### config.mk
export PLATFORM = sky130hd
export DESIGN_NAME = vrc_mapper_top
export DESIGN_NICKNAME = d
export VERILOG_FILES = /design/src/hw/vrc_pkg.sv /design/src/hw/vrc_bus_if.sv /design/src/hw/vrc_reg_decode.sv /design/src/hw/vrc_bank_regs.sv /design/src/hw/vrc_irq.sv /design/src/hw/vrc_addr_map.sv /design/src/hw/vrc_mapper_top.sv
export SDC_FILE = /design/constraint.sdc
export NUM_CORES = 1
export LEC_CHECK = 0
export BUFFER_PORTS_ARGS = -buffer_cell sky130_fd_sc_hd__buf_2
export CORE_AREA = 2 2 134 136
export DETAILED_ROUTE_END_ITERATION = 16
export DIE_AREA = 0 0 136 138
export PLACE_DENSITY_LB_ADDON = 0.25
export REMOVE_ABC_BUFFERS = 1
export SLEW_MARGIN = 30
export SYNTH_ARGS = -nofsm -noshare
export SYNTH_HDL_FRONTEND = slang
export SYNTH_HIERARCHICAL = 1
export SYNTH_SLANG_ARGS = --single-unit
export TNS_END_PERCENT = 10
### constraint.sdc
create_clock -name m2 -period 2.8 [get_ports m2]
set_input_delay 0.28 -clock m2 [delete_from_list [all_inputs] [get_ports m2]]
set_output_delay 0.28 -clock m2 [all_outputs]
set_load 0.05 [all_outputs]
### src/hw/vrc_pkg.sv
package vrc_pkg;

	// mapper numbers
	localparam logic [7:0] MAP_VRC4_21  = 8'd21;
	localparam logic [7:0] MAP_VRC2_22  = 8'd22;
	localparam logic [7:0] MAP_VRC24_23 = 8'd23;
	localparam logic [7:0] MAP_VRC24_25 = 8'd25;

	// canonical register addresses after unscrambling
	localparam logic [15:0] REG_PRG0   = 16'h8000;
	localparam logic [15:0] REG_MIRROR = 16'h9000;
	localparam logic [15:0] REG_SWAP   = 16'h9002;
	localparam logic [15:0] REG_PRG1   = 16'hA000;

	// two banks per $1000 step, lo/hi part in bit 0
	localparam logic [15:0] REG_CHR_BASE = 16'hB000;

	localparam logic [15:0] REG_IRQ_LATCH_LO = 16'hF000;
	localparam logic [15:0] REG_IRQ_LATCH_HI = 16'hF001;
	localparam logic [15:0] REG_IRQ_CTRL     = 16'hF002;
	localparam logic [15:0] REG_IRQ_ACK      = 16'hF003;

	// fixed banks at the top of PRG
	localparam logic [7:0] PRG_BANK_FE = 8'hFE;
	localparam logic [7:0] PRG_BANK_FF = 8'hFF;

	// save-state slots
	localparam logic [7:0] SS_CHR_LO = 8'd0;
	localparam logic [7:0] SS_CHR_HI = 8'd8;
	localparam logic [7:0] SS_PRG0   = 8'd16;
	localparam logic [7:0] SS_PRG1   = 8'd17;
	localparam logic [7:0] SS_MODE   = 8'd18;
	localparam logic [7:0] SS_IRQ    = 8'd32;
	localparam logic [7:0] SS_MAP    = 8'd127;

	// one scanline is 341 ppu dots, three per cpu cycle
	localparam logic [8:0] PRESCALE_START = 9'd341;
	localparam logic [8:0] PRESCALE_STEP  = 9'd3;

endpackage

### src/hw/vrc_bus_if.sv
`timescale 1ns/1ps

interface vrc_bus_if;

	logic [15:0] reg_addr;
	logic [7:0]  data;
	logic        we;
	logic        is_vrc2;
	logic        ss_act;
	logic        ss_we;
	logic [7:0]  ss_addr;
	logic [7:0]  ss_data;

	modport decoder (
		output reg_addr, data, we, is_vrc2,
		output ss_act, ss_we, ss_addr, ss_data
	);

	modport regs (
		input reg_addr, data, we, is_vrc2,
		input ss_act, ss_we, ss_addr, ss_data
	);

	modport irq (
		input reg_addr, data, we, is_vrc2,
		input ss_act, ss_we, ss_addr, ss_data
	);

endinterface

### src/hw/vrc_reg_decode.sv
`timescale 1ns/1ps

module vrc_reg_decode (
	input  logic [15:0] cpu_addr,
	input  logic [7:0]  cpu_dat,
	input  logic        cpu_rw,
	input  logic [7:0]  map_idx,
	input  logic [1:0]  map_sub,
	input  logic        cfg_prg_ram_off,
	input  logic        ss_act,
	input  logic        ss_we,
	input  logic [7:0]  ss_addr,
	vrc_bus_if.decoder  bus
);
	import vrc_pkg::*;

	logic [1:0] sel_21;
	logic [1:0] sel_22;
	logic [1:0] sel_23;
	logic [1:0] sel_25;
	logic [1:0] sel;
	logic       latch_win;

	always_comb
	begin
		case (map_sub)
			2'd1: sel_21 = cpu_addr[2:1];
			2'd2: sel_21 = cpu_addr[7:6];
			default: sel_21 = cpu_addr[2:1] | cpu_addr[7:6]; // auto
		endcase
	end

	assign sel_22 = {cpu_addr[0], cpu_addr[1]}; // a0/a1 swapped

	always_comb
	begin
		case (map_sub)
			2'd1, 2'd3: sel_23 = cpu_addr[1:0];
			2'd2: sel_23 = cpu_addr[3:2];
			default: sel_23 = cpu_addr[1:0] | cpu_addr[3:2];
		endcase
	end

	always_comb
	begin
		case (map_sub)
			2'd1, 2'd3: sel_25 = {cpu_addr[0], cpu_addr[1]};
			2'd2: sel_25 = {cpu_addr[2], cpu_addr[3]};
			default: sel_25 = {cpu_addr[0] | cpu_addr[2], cpu_addr[1] | cpu_addr[3]};
		endcase
	end

	always_comb
	begin
		case (map_idx)
			MAP_VRC4_21: sel = sel_21;
			MAP_VRC2_22: sel = sel_22;
			MAP_VRC24_25: sel = sel_25;
			default: sel = sel_23;
		endcase
	end

	// $6000 only counts as a register when prg ram is off
	assign latch_win = cpu_addr[15:12] == 4'h6 && cfg_prg_ram_off;

	assign bus.reg_addr = {cpu_addr[15:12], 10'd0, sel};
	assign bus.data     = cpu_dat;
	assign bus.we       = !cpu_rw && (cpu_addr[15] || latch_win);
	assign bus.is_vrc2  = map_idx == MAP_VRC2_22 ||
		(map_sub == 2'd3 && (map_idx == MAP_VRC24_23 || map_idx == MAP_VRC24_25));

	assign bus.ss_act  = ss_act;
	assign bus.ss_we   = ss_we;
	assign bus.ss_addr = ss_addr;
	assign bus.ss_data = cpu_dat; // save-state data rides on the cpu data bus

endmodule

### src/hw/vrc_bank_regs.sv
`timescale 1ns/1ps

module vrc_bank_regs (
	input  logic             m2,
	input  logic             map_rst,
	vrc_bus_if.regs          bus,
	input  logic [15:0]      cpu_addr,
	input  logic             cfg_prg_ram_off,
	output logic [7:0]       prg0,
	output logic [7:0]       prg1,
	output logic             swap,
	output logic [1:0]       mirror,
	output logic [7:0][8:0]  chr_banks,
	output logic             latch_oe,
	output logic [7:0]       latch_dout,
	output logic [7:0]       ss_rdat
);
	import vrc_pkg::*;

	logic       latch;
	logic       latch_ce;
	logic       wr;
	logic [3:0] chr_step;
	logic       chr_hit;
	logic [2:0] chr_idx;

	assign wr = bus.we && !bus.ss_act;

	assign latch_ce   = cpu_addr[15:12] == 4'h6 && cfg_prg_ram_off && bus.is_vrc2;
	assign latch_oe   = latch_ce && !bus.we;
	assign latch_dout = {cpu_addr[15:9], latch}; // open bus bits around the latch

	assign chr_step = bus.reg_addr[15:12] - REG_CHR_BASE[15:12];
	assign chr_hit  = bus.reg_addr[15:12] >= REG_CHR_BASE[15:12] &&
		bus.reg_addr[15:12] <= REG_IRQ_CTRL[15:12] - 4'd1;
	assign chr_idx  = {chr_step[1:0], bus.reg_addr[1]};

	always_ff @(posedge m2)
	begin
		if (map_rst)
		begin
			prg0   <= 8'd0;
			prg1   <= 8'd1;
			swap   <= 1'b0;
			mirror <= 2'd3;
			latch  <= 1'b0;
		end
		else if (bus.ss_act)
		begin
			if (bus.ss_we && bus.ss_addr == SS_PRG0) prg0 <= bus.ss_data;
			if (bus.ss_we && bus.ss_addr == SS_PRG1) prg1 <= bus.ss_data;
			if (bus.ss_we && bus.ss_addr == SS_MODE) {latch, swap, mirror} <= bus.ss_data[3:0];
		end
		else if (wr)
		begin
			if (bus.reg_addr == REG_MIRROR || cpu_addr == 16'h9FFF)
				mirror <= bus.data[1:0]; // some carts write mirroring at $9fff
			if (bus.reg_addr == REG_SWAP)
				swap <= bus.data[1] && !bus.is_vrc2; // vrc4 only
			if (bus.reg_addr[15:12] == REG_PRG0[15:12]) prg0 <= bus.data;
			if (bus.reg_addr[15:12] == REG_PRG1[15:12]) prg1 <= bus.data;
			if (latch_ce) latch <= bus.data[0];
		end
	end

	always_ff @(posedge m2)
	begin
		if (bus.ss_act)
		begin
			if (bus.ss_we && bus.ss_addr[7:3] == SS_CHR_LO[7:3])
				chr_banks[bus.ss_addr[2:0]][7:0] <= bus.ss_data;
			if (bus.ss_we && bus.ss_addr[7:3] == SS_CHR_HI[7:3])
				chr_banks[bus.ss_addr[2:0]][8] <= bus.ss_data[0];
		end
		else if (wr && chr_hit)
		begin
			if (!bus.reg_addr[0])
				chr_banks[chr_idx][3:0] <= bus.data[3:0]; // low nibble
			else
				chr_banks[chr_idx][8:4] <= bus.data[4:0]; // high part
		end
	end

	always_comb
	begin
		if (bus.ss_addr[7:3] == SS_CHR_LO[7:3])
			ss_rdat = chr_banks[bus.ss_addr[2:0]][7:0];
		else if (bus.ss_addr[7:3] == SS_CHR_HI[7:3])
			ss_rdat = {7'd0, chr_banks[bus.ss_addr[2:0]][8]};
		else if (bus.ss_addr == SS_PRG0)
			ss_rdat = prg0;
		else if (bus.ss_addr == SS_PRG1)
			ss_rdat = prg1;
		else if (bus.ss_addr == SS_MODE)
			ss_rdat = {4'd0, latch, swap, mirror};
		else if (bus.ss_addr[7:3] == SS_IRQ[7:3] || bus.ss_addr == SS_MAP)
			ss_rdat = 8'h00; // answered by irq block or top
		else
			ss_rdat = 8'hFF;
	end

endmodule

### src/hw/vrc_irq.sv
`timescale 1ns/1ps

module vrc_irq (
	input  logic       m2,
	input  logic       map_rst,
	vrc_bus_if.irq     bus,
	output logic       irq,
	output logic [7:0] ss_rdat
);
	import vrc_pkg::*;

	logic [7:0] irq_latch;
	logic [7:0] cnt;
	logic [8:0] pre;
	logic       ack_en;
	logic       irq_en;
	logic       cyc_mode;
	logic       pending;
	logic       wr;
	logic       ctrl_wr;
	logic       ack_wr;
	logic       pre_wrap;
	logic       cnt_tick;
	logic       cnt_full;

	assign wr       = bus.we && !bus.ss_act;
	assign ctrl_wr  = wr && bus.reg_addr == REG_IRQ_CTRL;
	assign ack_wr   = wr && bus.reg_addr == REG_IRQ_ACK;
	assign pre_wrap = pre <= PRESCALE_STEP;
	assign cnt_tick = irq_en && (cyc_mode || pre_wrap);
	assign cnt_full = cnt == 8'hFF;

	// latch, counter and prescaler
	always_ff @(posedge m2)
	begin
		if (bus.ss_act)
		begin
			if (bus.ss_we && bus.ss_addr == SS_IRQ) irq_latch <= bus.ss_data;
			if (bus.ss_we && bus.ss_addr == SS_IRQ + 8'd2) cnt <= bus.ss_data;
			if (bus.ss_we && bus.ss_addr == SS_IRQ + 8'd3) pre[7:0] <= bus.ss_data;
			if (bus.ss_we && bus.ss_addr == SS_IRQ + 8'd4) pre[8] <= bus.ss_data[0];
		end
		else
		begin
			if (wr && bus.reg_addr == REG_IRQ_LATCH_LO) irq_latch[3:0] <= bus.data[3:0];
			if (wr && bus.reg_addr == REG_IRQ_LATCH_HI) irq_latch[7:4] <= bus.data[3:0];
			if (ctrl_wr)
			begin
				cnt <= irq_latch;
				pre <= PRESCALE_START;
			end
			else if (irq_en)
			begin
				if (pre_wrap)
					pre <= pre + PRESCALE_START - PRESCALE_STEP;
				else
					pre <= pre - PRESCALE_STEP;
				if (cnt_tick)
					cnt <= cnt_full ? irq_latch : cnt + 8'd1; // reload on overflow
			end
		end
	end

	always_ff @(posedge m2)
	begin
		if (map_rst)
		begin
			ack_en   <= 1'b0;
			irq_en   <= 1'b0;
			cyc_mode <= 1'b0;
			pending  <= 1'b0;
		end
		else if (bus.ss_act)
		begin
			if (bus.ss_we && bus.ss_addr == SS_IRQ + 8'd1)
				{cyc_mode, irq_en, ack_en} <= bus.ss_data[2:0];
			if (bus.ss_we && bus.ss_addr == SS_IRQ + 8'd4)
				pending <= bus.ss_data[7];
		end
		else if (ctrl_wr)
		begin
			{cyc_mode, irq_en, ack_en} <= bus.data[2:0];
			pending <= 1'b0;
		end
		else
		begin
			if (ack_wr)
			begin
				pending <= 1'b0;
				irq_en  <= ack_en; // A bit restores E
			end
			else if (cnt_tick && cnt_full)
				pending <= 1'b1;
		end
	end

	assign irq = pending && !bus.is_vrc2; // vrc2 has no irq

	always_comb
	begin
		case (bus.ss_addr)
			SS_IRQ: ss_rdat = irq_latch;
			SS_IRQ + 8'd1: ss_rdat = {5'd0, cyc_mode, irq_en, ack_en};
			SS_IRQ + 8'd2: ss_rdat = cnt;
			SS_IRQ + 8'd3: ss_rdat = pre[7:0];
			SS_IRQ + 8'd4: ss_rdat = {pending, 6'd0, pre[8]};
			default: ss_rdat = 8'h00;
		endcase
	end

endmodule

### src/hw/vrc_addr_map.sv
`timescale 1ns/1ps

module vrc_addr_map (
	input  logic [15:0]     cpu_addr,
	input  logic [13:0]     ppu_addr,
	input  logic            is_vrc2,
	input  logic [7:0]      map_idx,
	input  logic [7:0]      prg0,
	input  logic [7:0]      prg1,
	input  logic            swap,
	input  logic [1:0]      mirror,
	input  logic [7:0][8:0] chr_banks,
	output logic [20:0]     prg_addr,
	output logic [17:0]     chr_addr,
	output logic            ciram_a10,
	output logic            ciram_ce,
	output logic            rom_ce,
	output logic            ram_ce
);
	import vrc_pkg::*;

	logic [7:0] prg_bank;
	logic [8:0] chr_bank;

	always_comb
	begin
		case (cpu_addr[14:13])
			2'd0: prg_bank = swap ? PRG_BANK_FE : prg0;
			2'd1: prg_bank = prg1;
			2'd2: prg_bank = swap ? prg0 : PRG_BANK_FE;
			default: prg_bank = PRG_BANK_FF;
		endcase
	end

	assign prg_addr = {prg_bank, cpu_addr[12:0]};

	assign chr_bank = chr_banks[ppu_addr[12:10]];
	assign chr_addr[9:0]   = ppu_addr[9:0];
	assign chr_addr[17:10] = map_idx == MAP_VRC2_22 ? chr_bank[8:1] : chr_bank[7:0]; // 22 ignores bit 0

	// single screen only on vrc4, otherwise vertical/horizontal
	assign ciram_a10 = mirror[1] && !is_vrc2 ? mirror[0] :
		mirror[0] ? ppu_addr[11] : ppu_addr[10];
	assign ciram_ce  = !ppu_addr[13];

	assign rom_ce = cpu_addr[15];
	assign ram_ce = cpu_addr[15:13] == 3'b011;

endmodule

### src/hw/vrc_mapper_top.sv
`timescale 1ns/1ps

module vrc_mapper_top (
	input  logic        m2,
	input  logic        map_rst,
	input  logic [15:0] cpu_addr,
	input  logic [7:0]  cpu_dat,
	input  logic        cpu_rw,
	input  logic [13:0] ppu_addr,
	input  logic [7:0]  map_idx,
	input  logic [1:0]  map_sub,
	input  logic        cfg_prg_ram_off,
	input  logic        ss_act,
	input  logic        ss_we,
	input  logic [7:0]  ss_addr,
	output logic [20:0] prg_addr,
	output logic [17:0] chr_addr,
	output logic        ciram_a10,
	output logic        ciram_ce,
	output logic        rom_ce,
	output logic        ram_ce,
	output logic        map_cpu_oe,
	output logic [7:0]  map_cpu_dout,
	output logic [7:0]  ss_rdat,
	output logic        irq
);
	import vrc_pkg::*;

	logic [7:0]      prg0;
	logic [7:0]      prg1;
	logic            swap;
	logic [1:0]      mirror;
	logic [7:0][8:0] chr_banks;
	logic [7:0]      regs_ss;
	logic [7:0]      irq_ss;

	vrc_bus_if bus ();

	vrc_reg_decode u_decode (
		.cpu_addr        (cpu_addr),
		.cpu_dat         (cpu_dat),
		.cpu_rw          (cpu_rw),
		.map_idx         (map_idx),
		.map_sub         (map_sub),
		.cfg_prg_ram_off (cfg_prg_ram_off),
		.ss_act          (ss_act),
		.ss_we           (ss_we),
		.ss_addr         (ss_addr),
		.bus             (bus.decoder)
	);

	vrc_bank_regs u_regs (
		.m2              (m2),
		.map_rst         (map_rst),
		.bus             (bus.regs),
		.cpu_addr        (cpu_addr),
		.cfg_prg_ram_off (cfg_prg_ram_off),
		.prg0            (prg0),
		.prg1            (prg1),
		.swap            (swap),
		.mirror          (mirror),
		.chr_banks       (chr_banks),
		.latch_oe        (map_cpu_oe),
		.latch_dout      (map_cpu_dout),
		.ss_rdat         (regs_ss)
	);

	vrc_irq u_irq (
		.m2      (m2),
		.map_rst (map_rst),
		.bus     (bus.irq),
		.irq     (irq),
		.ss_rdat (irq_ss)
	);

	vrc_addr_map u_map (
		.cpu_addr  (cpu_addr),
		.ppu_addr  (ppu_addr),
		.is_vrc2   (bus.is_vrc2),
		.map_idx   (map_idx),
		.prg0      (prg0),
		.prg1      (prg1),
		.swap      (swap),
		.mirror    (mirror),
		.chr_banks (chr_banks),
		.prg_addr  (prg_addr),
		.chr_addr  (chr_addr),
		.ciram_a10 (ciram_a10),
		.ciram_ce  (ciram_ce),
		.rom_ce    (rom_ce),
		.ram_ce    (ram_ce)
	);

	// blocks return 0 outside their own slots
	assign ss_rdat = regs_ss | irq_ss | (ss_addr == SS_MAP ? map_idx : 8'h00);

endmodule

==> flow_metrics.env <==
export IMPL_ys_seq_area_frac=0.376
export IMPL_crit_arrival_ns=2.42
export IMPL_syn_avg_cell_area_um2=9.89
export IMPL_yosys_top_cells_count="nor2_1 (100), edfxtp_1 (97), o22ai_1 (75)"
export IMPL_async_flop_share=0
export IMPL_yosysTopAreaCell="edfxtp_1"
export IMPL_setup_slack_ns=0.102
export IMPL_holdPathEnd="u_irq/pre[6]"
export IMPL_grt_pass1_vias=7604
export IMPL_grt_pass1_wl_um=44500
export IMPL_synthTopCellsByArea="edfxtp_1 (32%), mux4_2 (6.7%), mux2i_1 (6.6%)"
export IMPL_final_layout_size_suffix_gt1_frac=0.282
export IMPL_ys_dominant_reg_cell="edfxtp_1"
export IMPL_pre_cts_ws_ns=-0.0185
export IMPL_ff_latch_area_um2=3390
export IMPL_clk_latency_ns=0.42
export IMPL_cp_required_ns=2.52
export IMPL_yosysTopAreaCellShare=0.322
export IMPL_synth_cell_types=85
export IMPL_slew_limit_headroom=0.498
export IMPL_cts_sinks=121
export IMPL_fillers=1501
export IMPL_die_h_um=138
export IMPL_fp_row_count=49
export IMPL_fin_crit_ns=2.70
export IMPL_antenna_left=0
export IMPL_crit_fanout=2
export IMPL_antennaDiodeCount=0
export IMPL_multi_input_area_um2=4790
export IMPL_yosys_register_bits=121
export IMPL_dr_pass1_iters=6
export IMPL_synth_most_common_cell="nor2_1"
export IMPL_io_pins=123
export IMPL_cts_root_buf="clkbuf_16"
export IMPL_period_share=0.964
export IMPL_syn_area_um2=9040
export IMPL_core_area_um2=17500
export IMPL_htreeDepth=4
export IMPL_die_area_um2=18800
export IMPL_antenna_found_initial=0
export IMPL_status="finished, final reports clean"
export IMPL_post_drt_wl_per_cell_um=23.9
export IMPL_p_leak_nw=3.64
export IMPL_start_util=0.515
export IMPL_wirelength_um=29700
export IMPL_post_route_util=0.589
export IMPL_r2r_start="u_irq/pre[5]"
export IMPL_drt_iter0_drc=1096
export IMPL_hold_start="cpu_dat[6]"
export IMPL_synthCells=914
export IMPL_final_net_count=1069
export IMPL_area_growth_syn_to_layout_pct=14.3
export IMPL_cts_tree="done"
export IMPL_gp_congestion=0.957
export IMPL_final_hold_viol_count=0
export IMPL_rsz0062_at_grt="false"
export IMPL_worstHoldPathCells=2
export IMPL_vdd_ir_drop_max_v=0.000514
export IMPL_dp_hpwl_um=22000
export IMPL_r2r_cells=5
export IMPL_power_total_mw=5.15
export IMPL_power_density_nw_per_um2=499
export IMPL_grt_ovfl_total=0
export IMPL_max_freq_mhz=371
export IMPL_dp_cells=1209
export IMPL_portBuffers=102
export IMPL_ys_warn_count=6
export IMPL_cp_end_kind="primary output"
export IMPL_die_x_um=136
export IMPL_r2r_end="u_irq/cnt[6]"
export IMPL_clk_pin_slew_worst_paths_ns=0.06
export IMPL_cts_made_buffers=17
export IMPL_r2r_slack_ns=0.46
export IMPL_clk_path_buf_depth=2
export IMPL_fin_skew_ns=0.00455
export IMPL_finalNonFillerCells=1241
export IMPL_critPathLaunchType="flop"
export IMPL_grt_usage=0.317
export IMPL_tightest_slew_ns=0.747
export IMPL_viasPerCell=6.57
export IMPL_finalSetupViolCount=0
export IMPL_worst_setup_path_type="flop to primary output"
export IMPL_maxCapViolCount=0
export IMPL_via_count=8156
export IMPL_synth_edf_count=97
export IMPL_hold_path_class="primary input to flop"
export IMPL_drc=0
export IMPL_drv_slew=0
export IMPL_grt_max_degree=31
-- sequential cells by signal (all words and copies together), names as in the netlist --
name,flops
u_irq/irq_en,1
u_regs/latch,1
u_irq/cnt,8
u_irq/pending,1
u_regs/swap,1
u_irq/pre,9
u_irq/cyc_mode,1
u_regs/chr_banks,72
u_regs/mirror,2
u_irq/irq_latch,8
u_regs/prg1,8
u_regs/prg0,8
u_irq/ack_en,1
-- worst max-delay path, stage by stage (launching register included) --
cell and delay, ns:
edfxtp_1 0.41, mux4_2 0.47, mux2i_1 0.42, o32ai_1 0.22, nor2_1 0.16, o31ai_1 0.09
buf_2 0.21
-- cells by family (layout without fill, tap and decap cells) --
group,count (synthesis),count (layout),synth area share
simple gates,297,297,0.169
xor+xnor,12,12,0.0116
mux,106,106,0.169
other cells,1,10,0.000415
buf+inv,154,243,0.100
flops,121,121,0.376
fa+ha+maj,8,8,0.0111
compound gates,215,215,0.163
-- worst max path at each step --
| stage | start | endpoint | slack (ns) | cells after the start |
|---|---|---|---|---|
| after floorplan | map_sub[0] | u_irq/cnt[0] | -0.26 | 11 |
| after global placement | map_sub[0] | u_regs/chr_banks[21] | -0.01 | 12 |
| after detailed placement | map_sub[0] | u_regs/chr_banks[21] | -0.02 | 12 |
| after CTS | ss_addr[7] | ss_rdat[2] | 0.01 | 11 |
| after global routing | u_regs/chr_banks[43] | ss_rdat[7] | 0.03 | 6 |
| final | u_regs/chr_banks[43] | ss_rdat[7] | 0.10 | 6 |
-- cell type report --
| cell class | instances | share of cell area |
|---|---|---|
| inverter | 31 | 0.0113 |
| timing repair buffer | 180 | 0.109 |
| clock buffer | 17 | 0.0412 |
| tap | 229 | 0.0278 |
| clock inverter | 15 | 0.0183 |
| multi-input combinational | 648 | 0.464 |
| sequential | 121 | 0.329 |
-- cell usage in the layout, fill, tap and decap left out, drive strengths merged, types with 5 or more instances in the layout --
| cell | instances |
|---|---|
| buf | 180 |
| nor2 | 101 |
| edfxtp | 97 |
| o22ai | 75 |
| nand2 | 69 |
| mux2i | 60 |
| inv | 37 |
| mux4 | 34 |
| o21ai | 30 |
| a21oi | 26 |
| dfxtp | 24 |
| nand3 | 20 |
| clkbuf | 17 |
| nor3 | 16 |
| o31ai | 13 |
| mux2 | 12 |
| nand2b | 11 |
| nor2b | 11 |
| a22oi | 10 |
| conb | 10 |
| nand3b | 8 |
| ha | 8 |
| nor4 | 8 |
| o22a | 8 |
| nand4 | 8 |
| a31oi | 8 |
| a211oi | 8 |
| xor2 | 7 |
| or3 | 6 |
| xnor2 | 5 |
| nor4b | 5 |
| or2 | 5 |
| nand4b | 5 |
| or4 | 5 |
-- power by group --
part	internal [mW]	switching, mW
Combinational	0.286	0.561
Sequential	1.97	0.0332
Clock	1.42	0.882
-- repair_timing --
| item | CTS | global route |
|---|---|---|
| gates resized for setup | 0 | 8 |
| endpoints found under the hold margin | 0 | 0 |
| hold buffers | 0 | 0 |
| setup endpoints to repair | 0 | 3 |
| setup buffers | 0 | 0 |
-- stage by stage --
stage	setup TNS, ns	instance area, um^2	hold slack, ns
final	0	10300	0.274
after global routing	0	10300	0.262
after CTS	0	10300	0.261
after detailed placement	-0.0737	9690	0.507
after global placement	-0.0541	9690	0.498
after floorplan	-4.74	8280	0.345
-- routing by layer --
layer,wire [um],up-vias,global-route usage,share of wire
met5,0,-,0,0
met4,952,0,0.112,0.032
met3,4020,66,0.0810,0.14
met2,12900,636,0.464,0.44
met1,11800,3849,0.456,0.40
li1,-,3605,-,-
Power figures use the tool's default switching activity.
